==> config.mk <==
export PLATFORM = sky130hd
export DESIGN_NAME = cpu_top
export DESIGN_NICKNAME = d
export VERILOG_FILES = /design/src/verilog/cpu_pkg.sv /design/src/verilog/cpu_top.sv /design/src/verilog/mem_stage.sv /design/src/verilog/ex_stage.sv /design/src/verilog/id_stage.sv /design/src/verilog/if_stage.sv /design/src/verilog/gpr.sv /design/src/verilog/ctrl.sv
export VERILOG_INCLUDE_DIRS = /design/src /design/src/verilog
export SDC_FILE = /design/constraint.sdc
export NUM_CORES = 1
export LEC_CHECK = 0
export BUFFER_PORTS_ARGS = -buffer_cell sky130_fd_sc_hd__buf_2
export CORE_MARGIN = 10
export CORE_UTILIZATION = 40
export CTS_BUF_LIST = sky130_fd_sc_hd__clkbuf_8
export DETAILED_ROUTE_END_ITERATION = 6
export PLACE_DENSITY_LB_ADDON = 0.08
export SLEW_MARGIN = 15
export SYNTH_ARGS = -nofsm -noshare
export SYNTH_HDL_FRONTEND = slang
export SYNTH_HIERARCHICAL = 1
export SYNTH_SLANG_ARGS = --single-unit
export TNS_END_PERCENT = 30
==> constraint.sdc <==
create_clock -name clk -period 9.9 [get_ports clk]
set_input_delay 0 -clock clk [delete_from_list [all_inputs] [get_ports clk]]
set_output_delay 0 -clock clk [all_outputs]
set_load 0.02 [all_outputs]
==> src/verilog/cpu_defs.svh <==
// Core width macros shared by the package and all RTL
// Addresses are word addresses, no byte lanes
// Immediate is sign-extended to the data width

`ifndef CPU_DEFS_SVH
`define CPU_DEFS_SVH

// Data and instruction word
`define CPU_DATA_W 32

// Word address on both buses
`define CPU_ADDR_W 16

// Register file index and depth
`define CPU_REG_AW 3
`define CPU_REG_NUM 8

// Immediate field of the instruction
`define CPU_IMM_W 16

`endif
==> src/verilog/cpu_pkg.sv <==
// Opcode, ALU, memory and forwarding encodings of the core
// Opcodes 9 to 15 are not defined and decode as NOP

`include "cpu_defs.svh"

package cpu_pkg;

    typedef enum logic [3:0] {
        ISA_OP_NOP  = 4'd0,
        ISA_OP_ADD  = 4'd1,
        ISA_OP_SUB  = 4'd2,
        ISA_OP_AND  = 4'd3,
        ISA_OP_OR   = 4'd4,
        ISA_OP_XOR  = 4'd5,
        ISA_OP_ADDI = 4'd6,   // rd = ra + imm
        ISA_OP_LD   = 4'd7,   // rd = mem[ra + imm]
        ISA_OP_ST   = 4'd8    // mem[ra + imm] = rb
    } isa_op_e;

    typedef enum logic [2:0] {
        ALU_OP_ADD, ALU_OP_SUB, ALU_OP_AND, ALU_OP_OR, ALU_OP_XOR
    } alu_op_e;

    typedef enum logic [1:0] {
        MEM_OP_NONE, MEM_OP_LD, MEM_OP_ST
    } mem_op_e;

    // Operand source picked in ID
    typedef enum logic [1:0] {
        FWD_CTRL_NONE,  // Register file
        FWD_CTRL_EX,    // ALU result of insn in EX
        FWD_CTRL_MEM    // Result of insn in MEM
    } fwd_ctrl_e;

    // Field order, MSB first
    typedef struct packed {
        isa_op_e                op;
        logic [`CPU_REG_AW-1:0] rd;
        logic [`CPU_REG_AW-1:0] ra;
        logic [`CPU_REG_AW-1:0] rb;
        logic [2:0]             rsvd;   // Unused
        logic [`CPU_IMM_W-1:0]  imm;
    } insn_t;

endpackage

==> src/verilog/cpu_top.sv <==
// Four-stage core top, IF, ID, EX and MEM with write-back
// Two Wishbone classic masters, word addressed, no interrupts

`timescale 1ns/1ns
`include "cpu_defs.svh"

module cpu_top (
    input  logic                   clk,
    input  logic                   rst_n,
    input  logic [`CPU_DATA_W-1:0] iwb_dat,
    input  logic                   iwb_ack,
    input  logic [`CPU_DATA_W-1:0] dwb_dat_r,
    input  logic                   dwb_ack,
    output logic                   iwb_cyc,
    output logic                   iwb_stb,
    output logic [`CPU_ADDR_W-1:0] iwb_adr,
    output logic                   dwb_cyc,
    output logic                   dwb_stb,
    output logic                   dwb_we,
    output logic [`CPU_ADDR_W-1:0] dwb_adr,
    output logic [`CPU_DATA_W-1:0] dwb_dat_w
);
    import cpu_pkg::*;

    // Stall and flush
    logic if_stall, id_stall, ex_stall, mem_stall, id_flush;
    logic if_busy, mem_busy;

    // IF/ID
    logic [`CPU_DATA_W-1:0] if_insn;
    logic                   if_en;

    // Decode and ID/EX
    isa_op_e                op;
    logic [`CPU_REG_AW-1:0] ra_addr, rb_addr, id_dst_addr, id_rb_addr;
    logic [1:0]             src_reg_used;
    logic                   id_en, id_gpr_we;
    mem_op_e                id_mem_op;
    alu_op_e                id_alu_op;
    logic [`CPU_DATA_W-1:0] id_opa, id_opb, id_store_data;
    logic [`CPU_DATA_W-1:0] ra_data, rb_data;

    // EX/MEM and results
    logic [`CPU_DATA_W-1:0] ex_result, ex_alu_q, ex_store_data, mem_result;
    logic                   ex_en, ex_gpr_we;
    logic [`CPU_REG_AW-1:0] ex_dst_addr;
    mem_op_e                ex_mem_op;

    // Forwarding and write-back
    fwd_ctrl_e              ra_fwd_ctrl, rb_fwd_ctrl;
    logic                   ex_rb_fwd_en;
    logic                   gpr_we;
    logic [`CPU_REG_AW-1:0] gpr_wr_addr;
    logic [`CPU_DATA_W-1:0] gpr_wr_data;

    ctrl u_ctrl (.*);

    gpr u_gpr (
        .clk, .rst_n, .ra_addr, .rb_addr,
        .we(gpr_we), .wr_addr(gpr_wr_addr), .wr_data(gpr_wr_data),
        .ra_data, .rb_data
    );

    if_stage u_if_stage (.*);
    id_stage u_id_stage (.*);
    ex_stage u_ex_stage (.*);
    mem_stage u_mem_stage (.*);

endmodule

==> src/verilog/mem_stage.sv <==
// Memory and write-back stage with a Wishbone classic data master
// Word access only, no error or retry. An ack that lands during a
// stall is remembered so the access is not repeated

`timescale 1ns/1ns
`include "cpu_defs.svh"

module mem_stage (
    input  logic                   clk,
    input  logic                   rst_n,
    input  logic                   mem_stall,
    input  logic                   ex_en,
    input  logic [`CPU_REG_AW-1:0] ex_dst_addr,
    input  logic                   ex_gpr_we,
    input  cpu_pkg::mem_op_e       ex_mem_op,
    input  logic [`CPU_DATA_W-1:0] ex_alu_q,
    input  logic [`CPU_DATA_W-1:0] ex_store_data,
    input  logic [`CPU_DATA_W-1:0] dwb_dat_r,
    input  logic                   dwb_ack,
    output logic                   dwb_cyc,
    output logic                   dwb_stb,
    output logic                   dwb_we,
    output logic [`CPU_ADDR_W-1:0] dwb_adr,
    output logic [`CPU_DATA_W-1:0] dwb_dat_w,
    output logic                   mem_busy,
    output logic [`CPU_DATA_W-1:0] mem_result,
    output logic                   gpr_we,
    output logic [`CPU_REG_AW-1:0] gpr_wr_addr,
    output logic [`CPU_DATA_W-1:0] gpr_wr_data
);
    import cpu_pkg::*;

    logic                   done;     // Access acked, insn still held
    logic [`CPU_DATA_W-1:0] ld_q;     // Load data kept while held

    // EX/MEM is frozen during the access, so bus lines stay stable
    assign dwb_cyc   = ex_en & (ex_mem_op != MEM_OP_NONE) & ~done;
    assign dwb_stb   = dwb_cyc;
    assign dwb_we    = (ex_mem_op == MEM_OP_ST);
    assign dwb_adr   = ex_alu_q[`CPU_ADDR_W-1:0];
    assign dwb_dat_w = ex_store_data;
    assign mem_busy  = dwb_cyc & ~dwb_ack;

    always_ff @(posedge clk) begin
        if (!rst_n || !mem_stall)
            done <= 1'b0;             // Insn retires on this edge
        else if (dwb_cyc && dwb_ack)
            done <= 1'b1;
    end

    always_ff @(posedge clk) begin
        if (dwb_cyc && dwb_ack)
            ld_q <= dwb_dat_r;
    end

    always_comb begin
        if (ex_mem_op == MEM_OP_LD)
            mem_result = done ? ld_q : dwb_dat_r;
        else
            mem_result = ex_alu_q;
    end

    // Load not yet acked keeps mem_stall high
    assign gpr_we      = ex_en & ex_gpr_we & ~mem_stall;
    assign gpr_wr_addr = ex_dst_addr;
    assign gpr_wr_data = mem_result;

endmodule

==> src/verilog/ex_stage.sv <==
// Execute stage, ALU and EX/MEM register
// Store data from a load one ahead is patched in here from MEM

`timescale 1ns/1ns
`include "cpu_defs.svh"

module ex_stage (
    input  logic                   clk,
    input  logic                   rst_n,
    input  logic                   ex_stall,
    input  logic                   id_en,
    input  cpu_pkg::alu_op_e       id_alu_op,
    input  logic [`CPU_DATA_W-1:0] id_opa,
    input  logic [`CPU_DATA_W-1:0] id_opb,
    input  logic [`CPU_DATA_W-1:0] id_store_data,
    input  logic [`CPU_REG_AW-1:0] id_dst_addr,
    input  logic                   id_gpr_we,
    input  cpu_pkg::mem_op_e       id_mem_op,
    input  logic                   ex_rb_fwd_en,
    input  logic [`CPU_DATA_W-1:0] mem_result,
    output logic [`CPU_DATA_W-1:0] ex_result,     // To ID for EX forwarding
    output logic                   ex_en,
    output logic [`CPU_REG_AW-1:0] ex_dst_addr,
    output logic                   ex_gpr_we,
    output cpu_pkg::mem_op_e       ex_mem_op,
    output logic [`CPU_DATA_W-1:0] ex_alu_q,
    output logic [`CPU_DATA_W-1:0] ex_store_data
);
    import cpu_pkg::*;

    always_comb begin
        case (id_alu_op)
            ALU_OP_SUB: ex_result = id_opa - id_opb;
            ALU_OP_AND: ex_result = id_opa & id_opb;
            ALU_OP_OR:  ex_result = id_opa | id_opb;
            ALU_OP_XOR: ex_result = id_opa ^ id_opb;
            default:    ex_result = id_opa + id_opb;
        endcase
    end

    always_ff @(posedge clk) begin
        if (!rst_n) begin
            ex_en     <= 1'b0;
            ex_gpr_we <= 1'b0;
            ex_mem_op <= MEM_OP_NONE;
        end else if (!ex_stall) begin
            ex_en     <= id_en;
            ex_gpr_we <= id_gpr_we;
            ex_mem_op <= id_mem_op;
        end
    end

    always_ff @(posedge clk) begin
        if (!ex_stall) begin
            ex_dst_addr   <= id_dst_addr;
            ex_alu_q      <= ex_result;     // Result or bus address
            ex_store_data <= ex_rb_fwd_en ? mem_result : id_store_data;
        end
    end

endmodule

==> src/verilog/id_stage.sv <==
// Decode and register read stage, ID/EX register at the output
// Undefined opcodes and empty IF/ID slots decode as NOP
// Immediate replaces operand B for ADDI, LD and ST

`timescale 1ns/1ns
`include "cpu_defs.svh"

module id_stage (
    input  logic                   clk,
    input  logic                   rst_n,
    input  logic [`CPU_DATA_W-1:0] if_insn,
    input  logic                   if_en,
    input  logic                   id_stall,
    input  logic                   id_flush,
    input  cpu_pkg::fwd_ctrl_e     ra_fwd_ctrl,
    input  cpu_pkg::fwd_ctrl_e     rb_fwd_ctrl,
    input  logic [`CPU_DATA_W-1:0] ra_data,
    input  logic [`CPU_DATA_W-1:0] rb_data,
    input  logic [`CPU_DATA_W-1:0] ex_result,
    input  logic [`CPU_DATA_W-1:0] mem_result,
    output cpu_pkg::isa_op_e       op,
    output logic [`CPU_REG_AW-1:0] ra_addr,
    output logic [`CPU_REG_AW-1:0] rb_addr,
    output logic [1:0]             src_reg_used,
    output logic                   id_en,
    output logic [`CPU_REG_AW-1:0] id_dst_addr,
    output logic                   id_gpr_we,
    output cpu_pkg::mem_op_e       id_mem_op,
    output logic [`CPU_REG_AW-1:0] id_rb_addr,
    output cpu_pkg::alu_op_e       id_alu_op,
    output logic [`CPU_DATA_W-1:0] id_opa,
    output logic [`CPU_DATA_W-1:0] id_opb,
    output logic [`CPU_DATA_W-1:0] id_store_data
);
    import cpu_pkg::*;

    insn_t                  insn;
    logic [`CPU_DATA_W-1:0] imm_ext;
    logic [`CPU_DATA_W-1:0] ra_val;
    logic [`CPU_DATA_W-1:0] rb_val;
    alu_op_e                alu_op;
    mem_op_e                mem_op;
    logic                   gpr_we;
    logic                   use_imm;

    function automatic logic [`CPU_DATA_W-1:0] fwd_mux(input fwd_ctrl_e sel,
                                                     input logic [`CPU_DATA_W-1:0] rf);
        case (sel)
            FWD_CTRL_EX:  return ex_result;
            FWD_CTRL_MEM: return mem_result;
            default:      return rf;
        endcase
    endfunction

    assign insn    = insn_t'(if_insn);
    assign op      = if_en ? insn.op : ISA_OP_NOP;
    assign ra_addr = insn.ra;
    assign rb_addr = insn.rb;
    assign imm_ext = {{(`CPU_DATA_W-`CPU_IMM_W){insn.imm[`CPU_IMM_W-1]}}, insn.imm};

    always_comb begin
        alu_op       = ALU_OP_ADD;   // Also address add for LD and ST
        mem_op       = MEM_OP_NONE;
        gpr_we       = 1'b0;
        use_imm      = 1'b0;
        src_reg_used = 2'b00;
        case (op)
            ISA_OP_ADD, ISA_OP_SUB, ISA_OP_AND, ISA_OP_OR, ISA_OP_XOR: begin
                gpr_we       = 1'b1;
                src_reg_used = 2'b11;
            end
            ISA_OP_ADDI, ISA_OP_LD: begin
                gpr_we       = 1'b1;
                use_imm      = 1'b1;
                src_reg_used = 2'b01;
            end
            ISA_OP_ST: begin
                use_imm      = 1'b1;
                src_reg_used = 2'b11;   // rb is the store data
            end
            default: ;
        endcase
        if (op == ISA_OP_LD)
            mem_op = MEM_OP_LD;
        if (op == ISA_OP_ST)
            mem_op = MEM_OP_ST;
        case (op)
            ISA_OP_SUB: alu_op = ALU_OP_SUB;
            ISA_OP_AND: alu_op = ALU_OP_AND;
            ISA_OP_OR:  alu_op = ALU_OP_OR;
            ISA_OP_XOR: alu_op = ALU_OP_XOR;
            default:    ;
        endcase
    end

    assign ra_val = fwd_mux(ra_fwd_ctrl, ra_data);
    assign rb_val = fwd_mux(rb_fwd_ctrl, rb_data);

    always_ff @(posedge clk) begin
        if (!rst_n || id_flush) begin
            id_en     <= 1'b0;          // Bubble
            id_gpr_we <= 1'b0;
            id_mem_op <= MEM_OP_NONE;
        end else if (!id_stall) begin
            id_en     <= if_en;
            id_gpr_we <= gpr_we;
            id_mem_op <= mem_op;
        end
    end

    always_ff @(posedge clk) begin
        if (!id_stall) begin
            id_dst_addr   <= insn.rd;
            id_rb_addr    <= insn.rb;
            id_alu_op     <= alu_op;
            id_opa        <= ra_val;
            id_opb        <= use_imm ? imm_ext : rb_val;
            id_store_data <= rb_val;    // May be replaced in EX by late forward
        end
    end

endmodule

==> src/verilog/if_stage.sv <==
// Fetch stage with a Wishbone classic instruction master
// One fetch in flight; a word acked during a stall waits in a holding
// register. First fetch is from word address 0, one cycle after reset

`timescale 1ns/1ns
`include "cpu_defs.svh"

module if_stage (
    input  logic                   clk,
    input  logic                   rst_n,
    input  logic                   if_stall,
    input  logic [`CPU_DATA_W-1:0] iwb_dat,
    input  logic                   iwb_ack,
    output logic                   iwb_cyc,
    output logic                   iwb_stb,
    output logic [`CPU_ADDR_W-1:0] iwb_adr,
    output logic                   if_busy,
    output logic [`CPU_DATA_W-1:0] if_insn,   // IF/ID register
    output logic                   if_en
);
    logic [`CPU_ADDR_W-1:0] pc;
    logic                   pend;                  // Acked word not yet taken
    logic [`CPU_DATA_W-1:0] pend_dat;
    logic                   word_vld;
    logic [`CPU_DATA_W-1:0] word;

    assign word_vld = (iwb_cyc & iwb_ack) | pend;
    assign word     = pend ? pend_dat : iwb_dat;
    assign iwb_stb  = iwb_cyc;
    assign iwb_adr  = pc;
    assign if_busy  = iwb_cyc & ~iwb_ack;

    always_ff @(posedge clk) begin
        if (!rst_n) begin
            pc      <= '0;
            pend    <= 1'b0;
            iwb_cyc <= 1'b0;
            if_en   <= 1'b0;
        end else begin
            if (!if_stall)
                if_en <= word_vld;          // Bubble when nothing fetched
            if (iwb_cyc && iwb_ack) begin
                if (if_stall) begin
                    pend    <= 1'b1;        // Park word, drop the cycle
                    iwb_cyc <= 1'b0;
                end else begin
                    pc <= pc + 1'b1;        // Next fetch back to back
                end
            end else if (pend && !if_stall) begin
                pend    <= 1'b0;
                pc      <= pc + 1'b1;
                iwb_cyc <= 1'b1;
            end else if (!iwb_cyc && !pend) begin
                iwb_cyc <= 1'b1;            // First fetch after reset
            end
        end
    end

    always_ff @(posedge clk) begin
        if (iwb_cyc && iwb_ack && if_stall)
            pend_dat <= iwb_dat;
        if (!if_stall)
            if_insn <= word;
    end

endmodule

==> src/verilog/gpr.sv <==
// Register file, two async read ports and one sync write port
// A write is not visible on the read ports until the next cycle

`timescale 1ns/1ns
`include "cpu_defs.svh"

module gpr (
    input  logic                   clk,
    input  logic                   rst_n,
    input  logic [`CPU_REG_AW-1:0] ra_addr,
    input  logic [`CPU_REG_AW-1:0] rb_addr,
    input  logic                   we,
    input  logic [`CPU_REG_AW-1:0] wr_addr,
    input  logic [`CPU_DATA_W-1:0] wr_data,
    output logic [`CPU_DATA_W-1:0] ra_data,
    output logic [`CPU_DATA_W-1:0] rb_data
);
    logic [`CPU_DATA_W-1:0] regs [`CPU_REG_NUM];

    always_ff @(posedge clk) begin
        if (!rst_n) begin
            for (int i = 0; i < `CPU_REG_NUM; i++)
                regs[i] <= '0;    // All registers start at zero
        end else if (we) begin
            regs[wr_addr] <= wr_data;
        end
    end

    assign ra_data = regs[ra_addr];
    assign rb_data = regs[rb_addr];

endmodule

==> src/verilog/ctrl.sv <==
// Hazard and forwarding control, purely combinational
// Straight-line code only, no branch hazards
// A bus wait state on either port freezes every stage

`timescale 1ns/1ns
`include "cpu_defs.svh"

module ctrl (
    input  logic [1:0]             src_reg_used,  // bit0 ra, bit1 rb
    input  cpu_pkg::isa_op_e       op,
    input  logic [`CPU_REG_AW-1:0] ra_addr,
    input  logic [`CPU_REG_AW-1:0] rb_addr,
    input  logic                   id_en,         // ID/EX contents, insn in EX
    input  logic [`CPU_REG_AW-1:0] id_dst_addr,
    input  logic                   id_gpr_we,
    input  cpu_pkg::mem_op_e       id_mem_op,
    input  logic [`CPU_REG_AW-1:0] id_rb_addr,
    input  logic                   ex_en,         // EX/MEM contents, insn in MEM
    input  logic [`CPU_REG_AW-1:0] ex_dst_addr,
    input  logic                   ex_gpr_we,
    input  cpu_pkg::mem_op_e       ex_mem_op,
    input  logic                   if_busy,
    input  logic                   mem_busy,
    output logic                   if_stall,
    output logic                   id_stall,
    output logic                   ex_stall,
    output logic                   mem_stall,
    output logic                   id_flush,
    output cpu_pkg::fwd_ctrl_e     ra_fwd_ctrl,
    output cpu_pkg::fwd_ctrl_e     rb_fwd_ctrl,
    output logic                   ex_rb_fwd_en
);
    import cpu_pkg::*;

    logic busy;
    logic ld_hazard;

    // Youngest writer wins, EX before MEM
    function automatic fwd_ctrl_e fwd_sel(input logic used,
                                          input logic [`CPU_REG_AW-1:0] addr);
        if (used && id_en && id_gpr_we && (id_dst_addr == addr))
            return FWD_CTRL_EX;
        if (used && ex_en && ex_gpr_we && (ex_dst_addr == addr))
            return FWD_CTRL_MEM;
        return FWD_CTRL_NONE;
    endfunction

    assign ra_fwd_ctrl = fwd_sel(src_reg_used[0], ra_addr);
    assign rb_fwd_ctrl = fwd_sel(src_reg_used[1], rb_addr);

    // Load in MEM feeding store data of the store in EX
    assign ex_rb_fwd_en = ex_en && ex_gpr_we && (ex_mem_op == MEM_OP_LD) &&
                          id_en && (id_mem_op == MEM_OP_ST) &&
                          (ex_dst_addr == id_rb_addr);

    // Load in EX, consumer in ID; a store matching only on rb is left
    // to the late forward above
    assign ld_hazard = id_en && id_gpr_we && (id_mem_op == MEM_OP_LD) &&
                       ((src_reg_used[0] && (id_dst_addr == ra_addr)) ||
                        (src_reg_used[1] && (id_dst_addr == rb_addr) &&
                         (op != ISA_OP_ST)));

    assign busy      = if_busy | mem_busy;   // Either bus in wait state
    assign if_stall  = busy | ld_hazard;     // Hold PC and IF/ID
    assign id_stall  = busy;
    assign ex_stall  = busy;
    assign mem_stall = busy;
    assign id_flush  = ld_hazard & ~busy;    // Bubble into ID/EX

endmodule

Word-level counts from Yosys, hierarchy flattened
Memory sizes are Yosys's and may differ from the RTL's. A register that Yosys moved wholly into a read port is not among the register bits.
Index checks and enable logic that the tools add are counted.
{"block": "totals", "register_bits": 296, "ramBits": 256, "input_bits": 68, "out_inout_bits": 69, "n_memories": 1}
{"name": "u_gpr.regs", "words": 8, "width": 32, "rd": 2, "rd_clocked_by_memory_dff": 2, "wr": 8, "line": "gpr.sv:18", "text": "logic [`CPU_DATA_W-1:0] regs [`CPU_REG_NUM];"}
{"block": "op_classes", "n_addsub": 3, "eq_ne": 28, "mux": 48, "bitwise_logic": 18, "reduce_logical": 47}
{"op": "$mux W32", "n": 6}
{"op": "$pmux W32 S2", "n": 2}
{"op": "$pmux W32 S4", "n": 1}
{"op": "$mux W16", "n": 3}
{"op": "$add A32 B32 Y32", "n": 1}
{"op": "$and A32 B32 Y32", "n": 1}
{"op": "$or A32 B32 Y32", "n": 1}
{"op": "$reduce_or A32 Y1", "n": 1}
{"op": "$sub A32 B32 Y32", "n": 1}
{"op": "$xor A32 B32 Y32", "n": 1}
{"op": "$logic_and A1 B1 Y1", "n": 28}
{"op": "$mux W1", "n": 21}
{"op": "$mux W2", "n": 9}
{"op": "$add A16 B1 Y16 const B", "n": 1}
{"op": "$eq A4 B3 Y1 const B", "n": 4}
{"op": "$eq A3 B3 Y1", "n": 5}
{"op": "$pmux W3 S4", "n": 1}
{"op": "$mux W3", "n": 3}
{"op": "$and A1 B1 Y1", "n": 8}
{"op": "$eq A2 B1 Y1 const B", "n": 4}
{"op": "$eq A2 B2 Y1 const B", "n": 4}
{"op": "$eq A4 B2 Y1 const B", "n": 2}
{"op": "$reduce_or A7 Y1", "n": 1}
{"op": "$eq A3 B2 Y1 const B", "n": 2}
{"op": "19 further kinds", "n": 33}

Longest topological paths before layout
{"block": "logic_depth", "depth_word": 14, "ltp_mapped": 20}

Hierarchy
Netlist, hierarchy kept.
{"mod": "gpr", "instances": 1, "cells_each": 843, "area_per_inst_um2": 13545.5, "seq_area_each_um2": 7687.4}
{"mod": "ex_stage", "instances": 1, "cells_each": 738, "area_per_inst_um2": 6727.7, "seq_area_each_um2": 2092.0}
{"mod": "id_stage", "instances": 1, "cells_each": 418, "area_per_inst_um2": 5121.2, "seq_area_each_um2": 3233.1}
{"mod": "if_stage", "instances": 1, "cells_each": 200, "area_per_inst_um2": 3196.8, "seq_area_each_um2": 2302.2}
{"mod": "mem_stage", "instances": 1, "cells_each": 200, "area_per_inst_um2": 2688.8, "seq_area_each_um2": 980.9}
{"mod": "ctrl", "instances": 1, "cells_each": 36, "area_per_inst_um2": 285.3, "seq_area_each_um2": 0.0}

Worst setup path after synthesis
Ideal clock, no wire load.
{"block": "synth_path", "path_type": "register -> register", "startpoint": "register u_ex_stage.ex_mem_op[1]", "endpoint": "memory u_gpr/regs[0][0] (netlist bit) (enable)", "setup_ns": 0.466, "arrival_time_ns": 3.953, "path_slack_ns": 5.481, "path_stages_with_launch": 9, "path_buffers": 2, "synth_period_minus_slack_ns": 4.419, "cell_sequence": "dfxtp_1 -> o21ai_0 -> nor3_1 -> or2_2 -> buf_4 -> nor2_1 -> nand3b_1 -> clkbuf_1 -> o21ai_0"}
{"element": "start, declared", "line": "ex_stage.sv:25", "text": "output cpu_pkg::mem_op_e ex_mem_op,"}
{"element": "start signal, assigned", "line": "ex_stage.sv:49", "text": "ex_mem_op <= id_mem_op;"}
{"element": "end, declared", "line": "gpr.sv:18"}

Worst setup path after layout
{"block": "layout_path", "startpoint": "register u_id_stage.id_opb[4]", "endpoint": "register u_id_stage.id_opb[25] (data pin)"}
{"block": "layout_via", "elab_chain_cells": 4, "word_cells_on_any_way": 5, "cone_classes": "add/sub: 2; mux: 3"}
{"element": "start, declared", "line": "id_stage.sv:32", "text": "output logic [`CPU_DATA_W-1:0] id_opb,"}
{"element": "start signal, assigned", "line": "id_stage.sv:117", "text": "id_opb <= use_imm ? imm_ext : rb_val;"}
{"element": "$add A32 B32 Y32 / $sub A32 B32 Y32 (equally long branches)", "line": "ex_stage.sv:37, ex_stage.sv:33"}
{"element": "$pmux W32 S4 (*)", "line": "ex_stage.sv:32", "text": "case (id_alu_op)"}
{"element": "via ex_result[25]", "line": "cpu_top.sv:44", "text": "logic [`CPU_DATA_W-1:0] ex_result, ex_alu_q, ex_store_data, mem_result;"}
{"element": "$pmux W32 S2 (*)", "line": "id_stage.sv:48", "text": "case (sel)"}
{"element": "via u_id_stage.rb_val[25]", "line": "id_stage.sv:40", "text": "logic [`CPU_DATA_W-1:0] rb_val;"}
{"element": "$mux W32 (*)", "line": "id_stage.sv:117"}
Mark *: on every way through the listed nets, which the timed path passes. The rest lies on a longest branch.
A chain may end at the register's enable or synchronous reset.

==> summary.txt <==
Critical path fanouts, max -> 8
Final count of hold timing violations -> 0
# rows -> 102
Post-Route WL -> 92,600 um
Cts repair resizes -> 0
Skew final -> 0.0436 ns
DRT iter0 DRCs -> 1,789
Crit path time final -> 5.60 ns
GRT Resource Usage Total -> 20.1%
RSZ-0062 raised after global routing -> no
CTS tree -> built
Most common cell after layout, fill and taps aside -> edfxtp_1
Finished Layout Cells -> 3,647
Num CTS Buffers -> 98
Clock Latency Late Sink -> 0.70 ns
Final setup vio count -> 0
Mapped Cells -> 2,426
Boundary pin count -> 137
Max cap viols -> 0
Worst slew pin tran -> 1.15 ns
Lkg Pwr -> 12.9 nW
Core box area -> 77,600 um^2
Post-route DRC -> 0
Vias in the first global route -> 20,800
Initial core utilization -> 40.4%
Crit end category -> flop
Setup slack after layout -> 4.30 ns
Die X -> 300 um
Initial antenna violation count -> 3
# placed instances -> 3,377
Area grow syn2layout -> 11.6%
DR pass1 iterations -> 5
Syn Nets -> 2,596
Largest net degree at the start of global routing -> 89
Dpl ws -> 4.33 ns
Synth warn -> 6
Num Clock Sinks -> 546
Pwr Total -> 6.55 mW
Most frequent cells in the layout -> 518 x edfxtp_1, 268 x nor3_1, 138 x mux2_2, 133 x buf_2, 118 x nand2_1
NumNets Final -> 2,705
Worst setup SP type -> flop
First-pass GRT wire length -> 137,000 um
Post-route cell area -> 35,000 um^2
Via-to-Cell Ratio -> 5.68
Hold_ws -> 0.0547 ns
Ratio of cells with drive above 1 in the final layout -> 23.3%
Worst Path Arrival -> 6.15 ns
Clk slew on worst S/H paths -> 0.06 ns
GP Congestion -> 0.855
Average wire per standard cell -> 25.4 um
Final core utilization -> 45.1%
Crit path required time -> 10.45 ns
DPL Wire Length -> 59,400 um
Outcome -> finished clean
Min-delay worst type -> input port to flop
Cell Area, Placed -> 32,200 um^2
H-tree depth -> 3
Worst slew margin -> 23.1%
Grt ovf -> 0
Clock root cell -> clkbuf_8
Kind of critical path -> flop to flop
Power Density -> 187 nW/um^2
Setup TNS -> 0 ns
Via count -> 20,700
Final number of max-transition violations -> 0
VDD IR max -> 0.0000980 V
Die ar. -> 90,000 um^2
CTS Buffer Depth -> 3
Fmax -> 0.179 GHz
Period utilization -> 56.6%
Cell Area, Synth -> 31,400 um^2
Detail Route Antenna Nets -> 0
Port bufs -> 133
Die Ht -> 300 um
Avg Cell Area, Syn -> 12.9 um^2
==> path summary, 6_finish.rpt <==
check / startpoint / endpoint / slack, ns / cells after the start
setup / recovery: u_id_stage/id_opb[4] / u_id_stage/id_opb[25] / 4.30 / 17
hold / removal: iwb_dat[21] / u_if_stage/pend_dat[21] / 0.05 / 2
setup reg to reg: u_id_stage/id_opb[4] / u_id_stage/id_opb[25] / 4.30 / 17
hold reg to reg: u_if_stage/if_insn[26] / u_id_stage/id_dst_addr[1] / 0.42 / 0
==> what timing repair did <==
item	4_1_cts	5_1_grt
hold buffers	98	0
endpoints found under the hold margin	143	0
setup buffers	0	0
==> worst max-delay path: stages, from the launching register on <==
cell and delay (ns):
edfxtp_1 0.47, nor4_2 0.63, nand4_1 0.20, or3_1 0.38, o31ai_1 0.28, xnor2_1 0.11
ha_1 0.42, a21oi_1 0.30, o21ai_0 0.14, a21o_1 0.18, a31o_2 0.26, a21boi_0 0.38
o21ai_0 0.23, xnor2_1 0.21, o21ai_0 0.63, a22oi_1 0.12, o21ai_0 0.35, a21bo_2 0.18
==> per-layer routing <==
layer | wire (um) | GRT usage, % | share of wire [%] | vias to the layer above
li1 | - | - | - | 9433
met1 | 42200 | 28.3 | 46 | 10500
met2 | 42100 | 31.1 | 45 | 694
met3 | 6670 | 4.44 | 7.2 | 99
met4 | 1660 | 5.32 | 1.8 | 0
met5 | 0 | 0 | 0 | -
==> flip-flops by register name, indices dropped and copies added, names as in the netlist, 16 cells and up <==
signal and cells:
u_gpr/regs 256, u_ex_stage/ex_alu_q 32, u_ex_stage/ex_store_data 32, u_id_stage/id_opa 32
u_id_stage/id_opb 32, u_id_stage/id_store_data 32, u_mem_stage/ld_q 32, u_if_stage/if_insn 29
u_if_stage/pend_dat 29, u_if_stage/iwb_adr 16
==> power by group <==
part	internal [mW]	total [mW]	switching [mW]	leakage, nW
clock	1.02	1.97	0.947	0.997
sequential	2.76	2.89	0.127	5.54
combinational	0.576	1.69	1.12	6.33
==> cell type report <==
class	instances	area, um^2
diodes	3	7.51
well taps	1040	1300
multi-input cells	1492	13300
fillers	7126	42600
flip-flops and latches	546	16100
repair buffers	273	1960
inverters	124	469
clock buffers	105	1450
clock inverters	64	340
Power figures use the tool's default switching activity.
